==> src/tlb_pkg.sv <==
`default_nettype none

package tlb_pkg;

    typedef logic [31:0] vaddr_t;
    typedef logic [31:0] paddr_t;
    typedef logic [18:0] vpn2_t;    // vaddr[31:13]
    typedef logic [7:0]  asid_t;
    typedef logic [19:0] pfn_t;
    typedef logic [2:0]  cattr_t;
    typedef logic [3:0]  tlb_index_t;

    // one page {pfn, c, d, v}, lines up with entrylo[25:1]
    typedef logic [24:0] page_t;

    localparam int page_pfn_lsb = 5;
    localparam int page_c_lsb   = 2;
    localparam int page_d_bit   = 1;
    localparam int page_v_bit   = 0;

    typedef logic [7:0]  axil_addr_t;
    typedef logic [31:0] axil_data_t;
    typedef logic [1:0]  axil_resp_t;

    localparam axil_resp_t resp_okay   = 2'b00;
    localparam axil_resp_t resp_slverr = 2'b10;

    localparam axil_addr_t reg_index    = 8'h00;   // [31] probe fail, [3:0] index
    localparam axil_addr_t reg_random   = 8'h04;   // read only
    localparam axil_addr_t reg_entrylo0 = 8'h08;   // pfn[25:6] c[5:3] d v g
    localparam axil_addr_t reg_entrylo1 = 8'h0C;
    localparam axil_addr_t reg_entryhi  = 8'h10;   // vpn2[31:13] asid[7:0]
    localparam axil_addr_t reg_command  = 8'h14;   // write only

    typedef logic [2:0] tlb_cmd_t;

    localparam tlb_cmd_t cmd_tlbwi = 3'd1;
    localparam tlb_cmd_t cmd_tlbwr = 3'd2;
    localparam tlb_cmd_t cmd_tlbp  = 3'd3;
    localparam tlb_cmd_t cmd_tlbr  = 3'd4;

    typedef enum logic {
        wr_idle,
        wr_resp
    } wr_state_t;

    typedef enum logic {
        rd_idle,
        rd_resp
    } rd_state_t;

endpackage

`default_nettype wire

==> src/tlb_entries.sv <==
`default_nettype none
`timescale 1ns/10ps

module tlb_entries #(
    parameter int TLB_ENTRIES = 16
) (
    input  wire                 aclk,
    input  wire                 rst_n,
    input  wire                 we,
    input  tlb_pkg::tlb_index_t windex,
    input  tlb_pkg::vpn2_t      wvpn2,
    input  tlb_pkg::asid_t      wasid,
    input  wire                 wg,
    input  tlb_pkg::page_t      wpage0,
    input  tlb_pkg::page_t      wpage1,
    input  tlb_pkg::tlb_index_t rindex,
    output tlb_pkg::vpn2_t      rvpn2,
    output tlb_pkg::asid_t      rasid,
    output logic                rg,
    output tlb_pkg::page_t      rpage0,
    output tlb_pkg::page_t      rpage1,
    output tlb_pkg::vpn2_t      arr_vpn2  [TLB_ENTRIES],
    output tlb_pkg::asid_t      arr_asid  [TLB_ENTRIES],
    output logic                arr_g     [TLB_ENTRIES],
    output tlb_pkg::page_t      arr_page0 [TLB_ENTRIES],
    output tlb_pkg::page_t      arr_page1 [TLB_ENTRIES]
);

    logic wr_ok;
    logic rd_ok;

    // index register is wider than a small TLB
    assign wr_ok = we && (int'(windex) < TLB_ENTRIES);
    assign rd_ok = int'(rindex) < TLB_ENTRIES;

    always_ff @(posedge aclk or negedge rst_n) begin
        if (!rst_n) begin
            for (int i = 0; i < TLB_ENTRIES; i++) begin
                arr_vpn2[i]  <= '0;
                arr_asid[i]  <= '0;
                arr_g[i]     <= 1'b0;
                arr_page0[i] <= '0;
                arr_page1[i] <= '0;
            end
        end else if (wr_ok) begin
            arr_vpn2[windex]  <= wvpn2;
            arr_asid[windex]  <= wasid;
            arr_g[windex]     <= wg;
            arr_page0[windex] <= wpage0;
            arr_page1[windex] <= wpage1;
        end
    end

    // combinational read for tlbr
    assign rvpn2  = rd_ok ? arr_vpn2[rindex] : '0;
    assign rasid  = rd_ok ? arr_asid[rindex] : '0;
    assign rg     = rd_ok ? arr_g[rindex] : 1'b0;
    assign rpage0 = rd_ok ? arr_page0[rindex] : '0;
    assign rpage1 = rd_ok ? arr_page1[rindex] : '0;

endmodule

`default_nettype wire

==> src/tlb_lookup.sv <==
`default_nettype none
`timescale 1ns/10ps

module tlb_lookup #(
    parameter int TLB_ENTRIES = 16
) (
    input  wire                 aclk,
    input  wire                 rst_n,
    input  tlb_pkg::vpn2_t      arr_vpn2  [TLB_ENTRIES],
    input  tlb_pkg::asid_t      arr_asid  [TLB_ENTRIES],
    input  wire                 arr_g     [TLB_ENTRIES],
    input  tlb_pkg::page_t      arr_page0 [TLB_ENTRIES],
    input  tlb_pkg::page_t      arr_page1 [TLB_ENTRIES],
    input  tlb_pkg::asid_t      cur_asid,
    input  wire                 req_valid,
    input  tlb_pkg::vaddr_t     req_vaddr,
    output logic                match_hit,
    output tlb_pkg::tlb_index_t match_index,
    output logic                rsp_valid,
    output logic                rsp_hit,
    output tlb_pkg::paddr_t     rsp_paddr,
    output tlb_pkg::cattr_t     rsp_c,
    output logic                rsp_d,
    output logic                rsp_v
);

    tlb_pkg::vpn2_t req_vpn2;
    tlb_pkg::page_t sel_page;
    tlb_pkg::page_t hit_page;
    tlb_pkg::pfn_t  hit_pfn;

    assign req_vpn2 = req_vaddr[31:13];

    // walk down so the lowest matching entry is the one left standing
    always_comb begin
        match_hit   = 1'b0;
        match_index = '0;
        for (int i = TLB_ENTRIES - 1; i >= 0; i--) begin
            if (arr_vpn2[i] == req_vpn2 && (arr_g[i] || arr_asid[i] == cur_asid)) begin
                match_hit   = 1'b1;
                match_index = tlb_pkg::tlb_index_t'(i);
            end
        end
    end

    assign sel_page = req_vaddr[12] ? arr_page1[match_index] : arr_page0[match_index];
    assign hit_page = match_hit ? sel_page : '0;   // miss reads as all zero
    assign hit_pfn  = hit_page[tlb_pkg::page_pfn_lsb +: $bits(tlb_pkg::pfn_t)];

    always_ff @(posedge aclk or negedge rst_n) begin
        if (!rst_n) begin
            rsp_valid <= 1'b0;
            rsp_hit   <= 1'b0;
        end else begin
            rsp_valid <= req_valid;
            if (req_valid) rsp_hit <= match_hit;
        end
    end

    always_ff @(posedge aclk) begin
        if (req_valid) begin
            rsp_paddr <= match_hit ? {hit_pfn, req_vaddr[11:0]} : '0;
            rsp_c     <= hit_page[tlb_pkg::page_c_lsb +: $bits(tlb_pkg::cattr_t)];
            rsp_d     <= hit_page[tlb_pkg::page_d_bit];
            rsp_v     <= hit_page[tlb_pkg::page_v_bit];
        end
    end

endmodule

`default_nettype wire

==> src/tlb_regs.sv <==
`default_nettype none
`timescale 1ns/10ps

module tlb_regs #(
    parameter int TLB_ENTRIES = 16
) (
    input  wire                 aclk,
    input  wire                 rst_n,
    input  tlb_pkg::axil_addr_t awaddr,
    input  wire                 awvalid,
    output logic                awready,
    input  tlb_pkg::axil_data_t wdata,
    input  wire  [3:0]          wstrb,      // full-word writes only
    input  wire                 wvalid,
    output logic                wready,
    output tlb_pkg::axil_resp_t bresp,
    output logic                bvalid,
    input  wire                 bready,
    input  tlb_pkg::axil_addr_t araddr,
    input  wire                 arvalid,
    output logic                arready,
    output tlb_pkg::axil_data_t rdata,
    output tlb_pkg::axil_resp_t rresp,
    output logic                rvalid,
    input  wire                 rready,
    output logic                ent_we,
    output tlb_pkg::tlb_index_t ent_windex,
    output tlb_pkg::vpn2_t      ent_wvpn2,
    output tlb_pkg::asid_t      ent_wasid,
    output logic                ent_wg,
    output tlb_pkg::page_t      ent_wpage0,
    output tlb_pkg::page_t      ent_wpage1,
    output tlb_pkg::tlb_index_t ent_rindex,
    input  tlb_pkg::vpn2_t      ent_rvpn2,
    input  tlb_pkg::asid_t      ent_rasid,
    input  wire                 ent_rg,
    input  tlb_pkg::page_t      ent_rpage0,
    input  tlb_pkg::page_t      ent_rpage1,
    output tlb_pkg::asid_t      cur_asid,
    output tlb_pkg::vpn2_t      probe_vpn2,
    input  wire                 probe_hit,
    input  tlb_pkg::tlb_index_t probe_index
);

    tlb_pkg::wr_state_t  wr_state;
    tlb_pkg::rd_state_t  rd_state;
    logic                wr_accept;
    logic                wr_known;
    logic                do_cmd;
    tlb_pkg::tlb_cmd_t   cmd;
    logic                rd_accept;
    logic                rd_known;
    tlb_pkg::axil_data_t rd_word;

    logic                idx_p;
    tlb_pkg::tlb_index_t idx_val;
    tlb_pkg::tlb_index_t rnd;
    tlb_pkg::page_t      lo0_page;
    tlb_pkg::page_t      lo1_page;
    logic                lo0_g;
    logic                lo1_g;
    tlb_pkg::vpn2_t      hi_vpn2;
    tlb_pkg::asid_t      hi_asid;

    assign awready   = (wr_state == tlb_pkg::wr_idle);
    assign wready    = (wr_state == tlb_pkg::wr_idle);
    assign bvalid    = (wr_state == tlb_pkg::wr_resp);
    assign wr_accept = awready && awvalid && wvalid;   // aw and w together
    assign cmd       = wdata[2:0];
    assign do_cmd    = wr_accept && (awaddr == tlb_pkg::reg_command);

    always_comb begin
        case (awaddr)
            tlb_pkg::reg_index, tlb_pkg::reg_entrylo0, tlb_pkg::reg_entrylo1,
            tlb_pkg::reg_entryhi, tlb_pkg::reg_command: wr_known = 1'b1;
            default: wr_known = 1'b0;
        endcase
    end

    // entry write port, data straight from the cp0 registers
    assign ent_we     = do_cmd && (cmd == tlb_pkg::cmd_tlbwi || cmd == tlb_pkg::cmd_tlbwr);
    assign ent_windex = (cmd == tlb_pkg::cmd_tlbwr) ? rnd : idx_val;
    assign ent_wvpn2  = hi_vpn2;
    assign ent_wasid  = hi_asid;
    assign ent_wg     = lo0_g & lo1_g;
    assign ent_wpage0 = lo0_page;
    assign ent_wpage1 = lo1_page;
    assign ent_rindex = idx_val;    // tlbr source

    assign cur_asid   = hi_asid;
    assign probe_vpn2 = hi_vpn2;

    always_ff @(posedge aclk or negedge rst_n) begin
        if (!rst_n) begin
            wr_state <= tlb_pkg::wr_idle;
        end else begin
            case (wr_state)
                tlb_pkg::wr_idle: if (wr_accept) wr_state <= tlb_pkg::wr_resp;
                tlb_pkg::wr_resp: if (bready) wr_state <= tlb_pkg::wr_idle;
                default: wr_state <= tlb_pkg::wr_idle;
            endcase
        end
    end

    always_ff @(posedge aclk) begin
        if (wr_accept) begin
            bresp <= wr_known ? tlb_pkg::resp_okay : tlb_pkg::resp_slverr;
        end
    end

    always_ff @(posedge aclk or negedge rst_n) begin
        if (!rst_n) begin
            idx_p    <= 1'b0;
            idx_val  <= '0;
            rnd      <= tlb_pkg::tlb_index_t'(TLB_ENTRIES - 1);
            lo0_page <= '0;
            lo0_g    <= 1'b0;
            lo1_page <= '0;
            lo1_g    <= 1'b0;
            hi_vpn2  <= '0;
            hi_asid  <= '0;
        end else if (wr_accept) begin
            case (awaddr)
                tlb_pkg::reg_index: idx_val <= wdata[3:0];  // flag belongs to tlbp
                tlb_pkg::reg_entrylo0: begin
                    lo0_page <= wdata[25:1];
                    lo0_g    <= wdata[0];
                end
                tlb_pkg::reg_entrylo1: begin
                    lo1_page <= wdata[25:1];
                    lo1_g    <= wdata[0];
                end
                tlb_pkg::reg_entryhi: begin
                    hi_vpn2 <= wdata[31:13];
                    hi_asid <= wdata[7:0];
                end
                tlb_pkg::reg_command: begin
                    case (cmd)
                        tlb_pkg::cmd_tlbwr: begin
                            // counts down, wraps to top entry
                            if (rnd == '0) begin
                                rnd <= tlb_pkg::tlb_index_t'(TLB_ENTRIES - 1);
                            end else begin
                                rnd <= rnd - 1'b1;
                            end
                        end
                        tlb_pkg::cmd_tlbp: begin
                            idx_p   <= ~probe_hit;
                            idx_val <= probe_hit ? probe_index : '0;
                        end
                        tlb_pkg::cmd_tlbr: begin
                            hi_vpn2  <= ent_rvpn2;
                            hi_asid  <= ent_rasid;
                            lo0_page <= ent_rpage0;
                            lo1_page <= ent_rpage1;
                            lo0_g    <= ent_rg;
                            lo1_g    <= ent_rg;
                        end
                        default: ;  // tlbwi handled by entry port
                    endcase
                end
                default: ;
            endcase
        end
    end

    assign arready   = (rd_state == tlb_pkg::rd_idle);
    assign rvalid    = (rd_state == tlb_pkg::rd_resp);
    assign rd_accept = arready && arvalid;

    always_comb begin
        rd_known = 1'b1;
        case (araddr)
            tlb_pkg::reg_index:    rd_word = {idx_p, 27'd0, idx_val};
            tlb_pkg::reg_random:   rd_word = {28'd0, rnd};
            tlb_pkg::reg_entrylo0: rd_word = {6'd0, lo0_page, lo0_g};
            tlb_pkg::reg_entrylo1: rd_word = {6'd0, lo1_page, lo1_g};
            tlb_pkg::reg_entryhi:  rd_word = {hi_vpn2, 5'd0, hi_asid};
            default: begin
                rd_known = 1'b0;
                rd_word  = '0;
            end
        endcase
    end

    always_ff @(posedge aclk or negedge rst_n) begin
        if (!rst_n) begin
            rd_state <= tlb_pkg::rd_idle;
        end else begin
            case (rd_state)
                tlb_pkg::rd_idle: if (rd_accept) rd_state <= tlb_pkg::rd_resp;
                tlb_pkg::rd_resp: if (rready) rd_state <= tlb_pkg::rd_idle;
                default: rd_state <= tlb_pkg::rd_idle;
            endcase
        end
    end

    always_ff @(posedge aclk) begin
        if (rd_accept) begin
            rdata <= rd_word;
            rresp <= rd_known ? tlb_pkg::resp_okay : tlb_pkg::resp_slverr;
        end
    end

endmodule

`default_nettype wire

==> src/tlb_mmu_top.sv <==
`default_nettype none
`timescale 1ns/10ps

module tlb_mmu_top #(
    parameter int TLB_ENTRIES = 16
) (
    input  wire                 aclk,
    input  wire                 rst_n,
    input  tlb_pkg::axil_addr_t awaddr,
    input  wire                 awvalid,
    output logic                awready,
    input  tlb_pkg::axil_data_t wdata,
    input  wire  [3:0]          wstrb,
    input  wire                 wvalid,
    output logic                wready,
    output tlb_pkg::axil_resp_t bresp,
    output logic                bvalid,
    input  wire                 bready,
    input  tlb_pkg::axil_addr_t araddr,
    input  wire                 arvalid,
    output logic                arready,
    output tlb_pkg::axil_data_t rdata,
    output tlb_pkg::axil_resp_t rresp,
    output logic                rvalid,
    input  wire                 rready,
    input  wire                 if_req_valid,
    input  tlb_pkg::vaddr_t     if_vaddr,
    output logic                if_rsp_valid,
    output logic                if_hit,
    output tlb_pkg::paddr_t     if_paddr,
    output tlb_pkg::cattr_t     if_c,
    output logic                if_d,
    output logic                if_v,
    input  wire                 dm_req_valid,
    input  tlb_pkg::vaddr_t     dm_vaddr,
    output logic                dm_rsp_valid,
    output logic                dm_hit,
    output tlb_pkg::paddr_t     dm_paddr,
    output tlb_pkg::cattr_t     dm_c,
    output logic                dm_d,
    output logic                dm_v
);

    logic                ent_we;
    tlb_pkg::tlb_index_t ent_windex;
    tlb_pkg::vpn2_t      ent_wvpn2;
    tlb_pkg::asid_t      ent_wasid;
    logic                ent_wg;
    tlb_pkg::page_t      ent_wpage0;
    tlb_pkg::page_t      ent_wpage1;
    tlb_pkg::tlb_index_t ent_rindex;
    tlb_pkg::vpn2_t      ent_rvpn2;
    tlb_pkg::asid_t      ent_rasid;
    logic                ent_rg;
    tlb_pkg::page_t      ent_rpage0;
    tlb_pkg::page_t      ent_rpage1;
    tlb_pkg::asid_t      cur_asid;
    tlb_pkg::vpn2_t      probe_vpn2;
    logic                probe_hit;
    tlb_pkg::tlb_index_t probe_index;

    tlb_pkg::vpn2_t      arr_vpn2  [TLB_ENTRIES];
    tlb_pkg::asid_t      arr_asid  [TLB_ENTRIES];
    logic                arr_g     [TLB_ENTRIES];
    tlb_pkg::page_t      arr_page0 [TLB_ENTRIES];
    tlb_pkg::page_t      arr_page1 [TLB_ENTRIES];

    tlb_regs #(.TLB_ENTRIES(TLB_ENTRIES)) u_regs (.*);

    tlb_entries #(.TLB_ENTRIES(TLB_ENTRIES)) u_entries (
        .aclk   (aclk),       .rst_n  (rst_n),
        .we     (ent_we),     .windex (ent_windex),
        .wvpn2  (ent_wvpn2),  .wasid  (ent_wasid),   .wg     (ent_wg),
        .wpage0 (ent_wpage0), .wpage1 (ent_wpage1),  .rindex (ent_rindex),
        .rvpn2  (ent_rvpn2),  .rasid  (ent_rasid),   .rg     (ent_rg),
        .rpage0 (ent_rpage0), .rpage1 (ent_rpage1),
        .arr_vpn2, .arr_asid, .arr_g, .arr_page0, .arr_page1
    );

    tlb_lookup #(.TLB_ENTRIES(TLB_ENTRIES)) u_if_lookup (
        .*,
        .req_valid (if_req_valid), .req_vaddr (if_vaddr),
        .match_hit (),             .match_index (),
        .rsp_valid (if_rsp_valid), .rsp_hit   (if_hit),  .rsp_paddr (if_paddr),
        .rsp_c     (if_c),         .rsp_d     (if_d),    .rsp_v     (if_v)
    );

    tlb_lookup #(.TLB_ENTRIES(TLB_ENTRIES)) u_dm_lookup (
        .*,
        .req_valid (dm_req_valid), .req_vaddr (dm_vaddr),
        .match_hit (),             .match_index (),
        .rsp_valid (dm_rsp_valid), .rsp_hit   (dm_hit),  .rsp_paddr (dm_paddr),
        .rsp_c     (dm_c),         .rsp_d     (dm_d),    .rsp_v     (dm_v)
    );

    // tlbp only needs the combinational match on entryhi
    tlb_lookup #(.TLB_ENTRIES(TLB_ENTRIES)) u_probe_lookup (
        .*,
        .req_valid (1'b0),         .req_vaddr ({probe_vpn2, 13'd0}),
        .match_hit (probe_hit),    .match_index (probe_index),
        .rsp_valid (),             .rsp_hit   (),        .rsp_paddr (),
        .rsp_c     (),             .rsp_d     (),        .rsp_v     ()
    );

endmodule

`default_nettype wire

==> config.mk <==
export PLATFORM = sky130hd
export DESIGN_NAME = tlb_mmu_top
export DESIGN_NICKNAME = d
export VERILOG_FILES = /design/src/tlb_pkg.sv /design/src/tlb_entries.sv /design/src/tlb_lookup.sv /design/src/tlb_regs.sv /design/src/tlb_mmu_top.sv
export SDC_FILE = /design/constraint.sdc
export NUM_CORES = 2
export LEC_CHECK = 0
export BUFFER_PORTS_ARGS = -buffer_cell sky130_fd_sc_hd__buf_2
export CORE_MARGIN = 10
export CORE_UTILIZATION = 40
export DETAILED_ROUTE_END_ITERATION = 12
export GPL_TIMING_DRIVEN = 0
export PLACE_DENSITY_LB_ADDON = 0.25
export SLEW_MARGIN = 20
export SYNTH_ARGS = -nofsm -noshare
export SYNTH_HDL_FRONTEND = slang
export SYNTH_HIERARCHICAL = 1
export SYNTH_SLANG_ARGS = --single-unit
==> constraint.sdc <==
create_clock -name aclk -period 9.94 [get_ports aclk]
set_clock_uncertainty 0.1 [all_clocks]
set_input_delay 0.994 -clock aclk [delete_from_list [all_inputs] [get_ports aclk]]
set_output_delay 0.994 -clock aclk [all_outputs]
set_load 0.1 [all_outputs]
# [Word-level counts from Yosys, hierarchy flattened]
# Index checks and enable logic that the tools add are counted.
# W data, S select, Z words.
[op_classes] n_eq_ne=78 bitwise_logic=8 n_mux=165 reduce_logical=86 n_addsub=1 magnitude_cmp=5
[op_table] operator="$eq A19 B19 Y1" n=48
[op_table] operator="$bwmux W400" n=2
[op_table] operator="$bmux W25 S4" n=6
[op_table] operator="$mux W25" n=17
[op_table] operator="$bwmux W304" n=1
[op_table] operator="$mux W4" n=52
[op_table] operator="$pmux W32 S5" n=1
[op_table] operator="$bwmux W128" n=1
[op_table] operator="$eq A8 B8 Y1" n=16
[op_table] operator="$demux W25 S4" n=1
[op_table] operator="$pmux W25 S2" n=2
[op_table] operator="$bmux W19 S4" n=1
[op_table] operator="$demux W19 S4" n=1
[op_table] operator="$mux W19" n=4
[op_table] operator="$mux W1" n=58
[op_table] operator="$logic_and A1 B1 Y1" n=54
[op_table] operator="$pmux W19 S2" n=1
[op_table] operator="$bmux W8 S4" n=1
[op_table] operator="$demux W8 S4" n=1
[op_table] operator="$eq A8 B4 Y1 const B" n=4
[op_table] operator="$mux W8" n=4
[op_table] operator="$eq A8 B5 Y1 const B" n=3
[op_table] operator="$ge A5 B5 Y1 const B" n=4
[op_table] operator="$not A4 Y5" n=4
[op_table] operator="22 further kinds" n=56
[totals] elab_cells=449 regBits=1452 in_bits=125

# [Depth between registers and ports, before layout]
[logic_depth] word_depth=24 mapped_depth=17 ltp_nobuf=13

# [By module]
# The synthesis kept the hierarchy.
[by_module_without_submodules] module="tlb_entries" seq_area_each_um2=31230.0 n_inst=1 area_each_um2=55613.3 cells_each=3388
[by_module_without_submodules] module="tlb_lookup" seq_area_each_um2=1161.1 n_inst=3 area_each_um2=14467.6 cells_each=1890
[by_module_without_submodules] module="tlb_regs" seq_area_each_um2=3278.1 n_inst=1 area_each_um2=6470.0 cells_each=525
[by_module_without_submodules] module="tlb_mmu_top" seq_area_each_um2=0.0 n_inst=1 area_each_um2=3.8 cells_each=1

# [Least setup slack after synthesis]
# Ideal clock, no wire load.
[synth_timing] path_type="input-to-reg" start="in awaddr[0]" end="reg u_entries/arr_vpn2[100] (netlist bit)" path_buffers=5 cell_stages=11 arrival_ns=4.079 setup_slack_ns=5.636 cell_sequence="nor4_4 > and2_1 > buf_4 > buf_4 > buf_4 > nor4b_1 > nand2_1 > nor3_2 > buf_2 > buf_2 > mux2_2"
[synth_via] elab_chain_cells=3
[synth_lines] element="from (decl)" line="tlb_mmu_top.sv:9" text="input tlb_pkg::axil_addr_t awaddr,"
[synth_lines] element="$eq A8 B5 Y1" line="tlb_regs.sv:70" text="assign do_cmd = wr_accept && (awaddr == tlb_pkg::reg_command);"
[synth_lines] element="$logic_and A1 B1 Y1" line="tlb_regs.sv:70"
[synth_lines] element="$logic_and A1 B1 Y1" line="tlb_regs.sv:81" text="assign ent_we = do_cmd && (cmd == tlb_pkg::cmd_tlbwi || cmd == tlb_pkg::cmd_tlbwr);"
[synth_lines] element="named net ent_we" line="tlb_mmu_top.sv:44" text="logic ent_we;"
[synth_lines] element="to (signal, indexed assignment)" line="tlb_entries.sv:46" text="arr_vpn2[windex] <= wvpn2;"
[synth_lines] element="to (decl)" line="tlb_entries.sv:22" text="output tlb_pkg::vpn2_t arr_vpn2 [TLB_ENTRIES],"
# The timed path passes the listed nets, and every way through them passes these cells.
# A chain may end at the register's enable or synchronous reset.

# [Worst setup path after layout]
[layout_timing] start="reg u_regs.hi_asid[5] (netlist: u_regs/cur_asid[5])" end="reg u_if_lookup.rsp_c[1], data pin"
[layout_via] elab_chain_cells=24 word_cells_on_any_way=88 cone_classes="eq/ne (16); mux (39); bitwise (1); reduce/logical (32)"
[layout_lines] element="from (decl)" line="tlb_regs.sv:63" text="tlb_pkg::asid_t hi_asid;"
[layout_lines] element="from (signal assigned)" line="tlb_regs.sv:135" text="hi_asid <= wdata[7:0];"
[layout_lines] element="from (signal assigned)" line="tlb_regs.sv:153" text="hi_asid <= ent_rasid;"
[layout_lines] element="$eq A8 B8 Y1" line="tlb_lookup.sv:39" text="if (arr_vpn2[i] == req_vpn2 && (arr_g[i] || arr_asid[i] == cur_asid)) begin"
[layout_lines] element="$logic_or A1 B1 Y1" line="tlb_lookup.sv:39"
[layout_lines] element="$logic_and A1 B1 Y1" line="tlb_lookup.sv:39"
[layout_lines] element="$mux W4 (16 in series)" line="tlb_lookup.sv:39"
[layout_lines] element="$not A4 Y5 (implied by the code)" line="tlb_lookup.sv:46" text="assign sel_page = req_vaddr[12] ? arr_page1[match_index] : arr_page0[match_index];"
[layout_lines] element="$bmux W25 S4" line="tlb_lookup.sv:46"
[layout_lines] element="$mux W25 (implied by the code) (2 in series)" line="tlb_lookup.sv:46"
[layout_lines] element="$mux W25" line="tlb_lookup.sv:46"
[layout_lines] element="to (signal assigned)" line="tlb_lookup.sv:63" text="rsp_c <= hit_page[tlb_pkg::page_c_lsb +: $bits(tlb_pkg::cattr_t)];"
[layout_lines] element="to (decl)" line="tlb_lookup.sv:22" text="output tlb_pkg::cattr_t rsp_c,"
# Several ways; a longest one is shown, not always the timed one. The select of a mux whose other input is x is not followed.

==> impl_summary.log <==
[metrics] outcome: finished clean
[metrics] per-cell routed wire length: 42.6 um
[metrics] CTS tree: yes
[metrics] detail-routed via count per cell: 6.74
[metrics] detailed-route via count: 82,000
[metrics] RePlAce Congestion: 1.06
[metrics] critical path data arrival time: 8190 ps
[metrics] peak ir drop on the vdd network: 0.171 mV
[metrics] wire length of the first global-routing pass: 694,000 um
[metrics] Post-layout nets: 8,918
[metrics] number of global-route vias before repair: 79,600
[metrics] Core Rows: 180
[metrics] cell area after technology mapping: 96,500 um^2
[metrics] number of iterations in the first detailed-routing pass: 9
[metrics] maximum root-to-sink buffer count: 3
[metrics] final total negative setup slack: 0 ps
[metrics] DIE WIDTH: 511 um
[metrics] die height: 511 um
[metrics] post-layout total power: 14.5 mW
[metrics] unrepaired setup endpoints after global routing: false
[metrics] final setup margin: 2230 ps
[metrics] worst max-slew margin expressed relative to the limit: 0.0676
[metrics] CTS sink count: 1,450
[metrics] depth of the worst register-to-register path: 16
[metrics] fraction of final layout cells sized beyond drive strength 1: 0.329
[metrics] drc violations: 0
[metrics] Critical R2R Launch: u_regs/cur_asid[5]$_DFFE_PN0P_
[metrics] number of CTS-inserted buffers: 179
[metrics] final setup violation count: 0
[metrics] count of routing violations after the opening detailed-route iteration: 11,800
[metrics] overflow left after global routing: 0
[metrics] Synth Warn #: 6
[metrics] post-route minimum period: 7710 ps
[metrics] post-CTS setup-driven buffer insertion count: 0
[metrics] portion of the clock cycle consumed by the worst path in the final layout: 0.775
[metrics] element type at the critical path end: flop
[metrics] post-synthesis area per instance: 11.5 um^2
[metrics] HP Class: in -> async
[metrics] startpoint class of the critical path: flop
[metrics] antenna-violating nets left: 0
[metrics] Worst Max-Slew Pin Slew: 1400 ps
[metrics] Min Hold Slack: 14.3 ps
[metrics] biggest fanout along the worst timing path: 10
[metrics] maximum number of pins on one net before global-route repair: 131
[metrics] Area after DPL: 102,000 um^2
[metrics] total power density per cell area: 133 nW/um^2
[metrics] classification of the worst setup path: reg -> reg
[metrics] number of failing hold endpoints at the final stage: 0
[metrics] total leakage power: 54.4 nW
[metrics] area of the multi-input gates: 55,100 um^2
[metrics] R2R Setup Slk: 2230 ps
[metrics] final WL: 518,000 um
[metrics] Placement Setup Slack: 1870 ps
[metrics] number of max-slew violations in the final report: 0
[metrics] Gate Count Post-Synth: 8,378
[metrics] area growth from synthesis to final layout: 12.9%
[metrics] terminus of the critical flop-to-flop path: u_if_lookup/rsp_c[1]$_SDFFCE_PN0P_
[metrics] count of cells resized by post-cts repair: 0
[metrics] core area: 240,000 um^2
[metrics] clock transition at the register clock pins on the worst setup and hold paths after CTS: 60 ps
[metrics] io pins: 244
[metrics] required time at the worst-slack endpoint: 10,430 ps
[metrics] antenna violations before repair: 49
[metrics] number of max-capacitance violations reported: 0
[metrics] combined flip-flop and latch cell area: 36,800 um^2
[metrics] clock latency reported for the late side of the worst-skew pair: 880 ps
[metrics] fill cell count: 22,200
[metrics] Final Cell Area: 109,000 um^2
[metrics] number of levels in the clock H-tree: 4
[metrics] HPWL after detailed placement: 383,000 um
[metrics] Initial Util: 0.401
[metrics] total global routing track utilization: 0.380
[metrics] die area: 261,000 um^2
[metrics] number of hold buffers added after cts: 0
[metrics] maximum clock frequency: 130 MHz
[metrics] Port Buffers: 196
[metrics] master cell of the clock root buffer: clkbuf_16
==> metal layers <==
layer	track usage	wire (um)
met1	0.447	186000
met2	0.551	214000
met3	0.138	61000
met4	0.319	56700
met5	0	245
==> through the flow <==
step                utilization  std cells
floorplan                     -       8379
global placement          0.422      11800
detailed placement        0.426      11800
CTS                       0.452      12100
global route              0.453      12100
finish                    0.453      12200
==> report_power, final <==
group          total (mW)  switching, mW  internal [mW]
sequential           6.04         0.0494           5.99
combinational        1.31          0.994          0.317
clock                7.14           2.95           4.19
total                14.5           3.99           10.5
==> worst max-delay path: stages, from the launching register on <==
cell,delay [ps]
dfrtp_1,650
buf_2,390
buf_6,250
xor2_1,90
nor4_1,840
a21oi_1,260
nor3_2,400
nor2_1,130
a221oi_2,1070
nor3_1,120
nand2b_1,370
buf_2,320
inv_4,210
buf_4,440
mux2i_1,470
o221ai_1,530
a211oi_2,700
==> final cells by class <==
cell class              count  share of cell area
multi-input cells        6102               0.506
flip-flops and latches   1450               0.338
clock buffers             254              0.0474
plain buffers             808              0.0430
well taps                3185              0.0366
repair buffers            232              0.0156
clock inverters            82              0.0111
diodes                     35            0.000805
inverters                  19            0.000724
==> how the worst max path moves through the flow <==
stage,to,startpoint,slack [ps]
2_1_floorplan,u_entries/arr_vpn2[100]$_DFFE_PN0P_,awaddr[0],5640
3_3_place_gp,u_dm_lookup/rsp_valid$_DFF_PN0_,rst_n,-23110
3_5_place_dp,u_if_lookup/rsp_paddr[20]$_SDFFCE_PN0P_,if_vaddr[31],1870
4_1_cts,u_if_lookup/rsp_paddr[20]$_SDFFCE_PN0P_,if_vaddr[31],2790
5_1_grt,u_if_lookup/rsp_c[1]$_SDFFCE_PN0P_,u_regs/cur_asid[5]$_DFFE_PN0P_,2880
6_report,u_if_lookup/rsp_c[1]$_SDFFCE_PN0P_,u_regs/cur_asid[5]$_DFFE_PN0P_,2230
==> sequential cells by signal, indices dropped and copies added (netlist names), 19 cells and up <==
| name | cells |
|---|---|
| u_regs/ent_wpage1 | 25 |
| u_regs/ent_wvpn2 | 19 |
| u_regs/rdata | 32 |
| u_entries/arr_page1 | 400 |
| u_if_lookup/rsp_paddr | 32 |
| u_dm_lookup/rsp_paddr | 32 |
| u_entries/arr_asid | 128 |
| u_regs/ent_wpage0 | 25 |
| u_entries/arr_page0 | 400 |
| u_entries/arr_vpn2 | 304 |
==> cell usage in the layout, fill, tap and decap left out, types with 50 or more instances in the layout <==
cell type,n
dfrtp_1,1336
mux2_2,1277
xor2_1,1152
nand2_1,754
mux2i_1,589
buf_2,502
nor4_1,357
mux4_2,312
clkbuf_1,262
a31oi_1,187
clkbuf_16,180
a22oi_1,174
nor3_1,161
buf_4,154
xnor2_1,146
a21oi_1,112
edfxtp_1,108
nand3_1,106
buf_6,98
mux2_4,60
o22ai_1,54
a211o_1,53
o211ai_1,52
nand3b_1,51
a211oi_2,50
(Power assumes the default switching activity.)
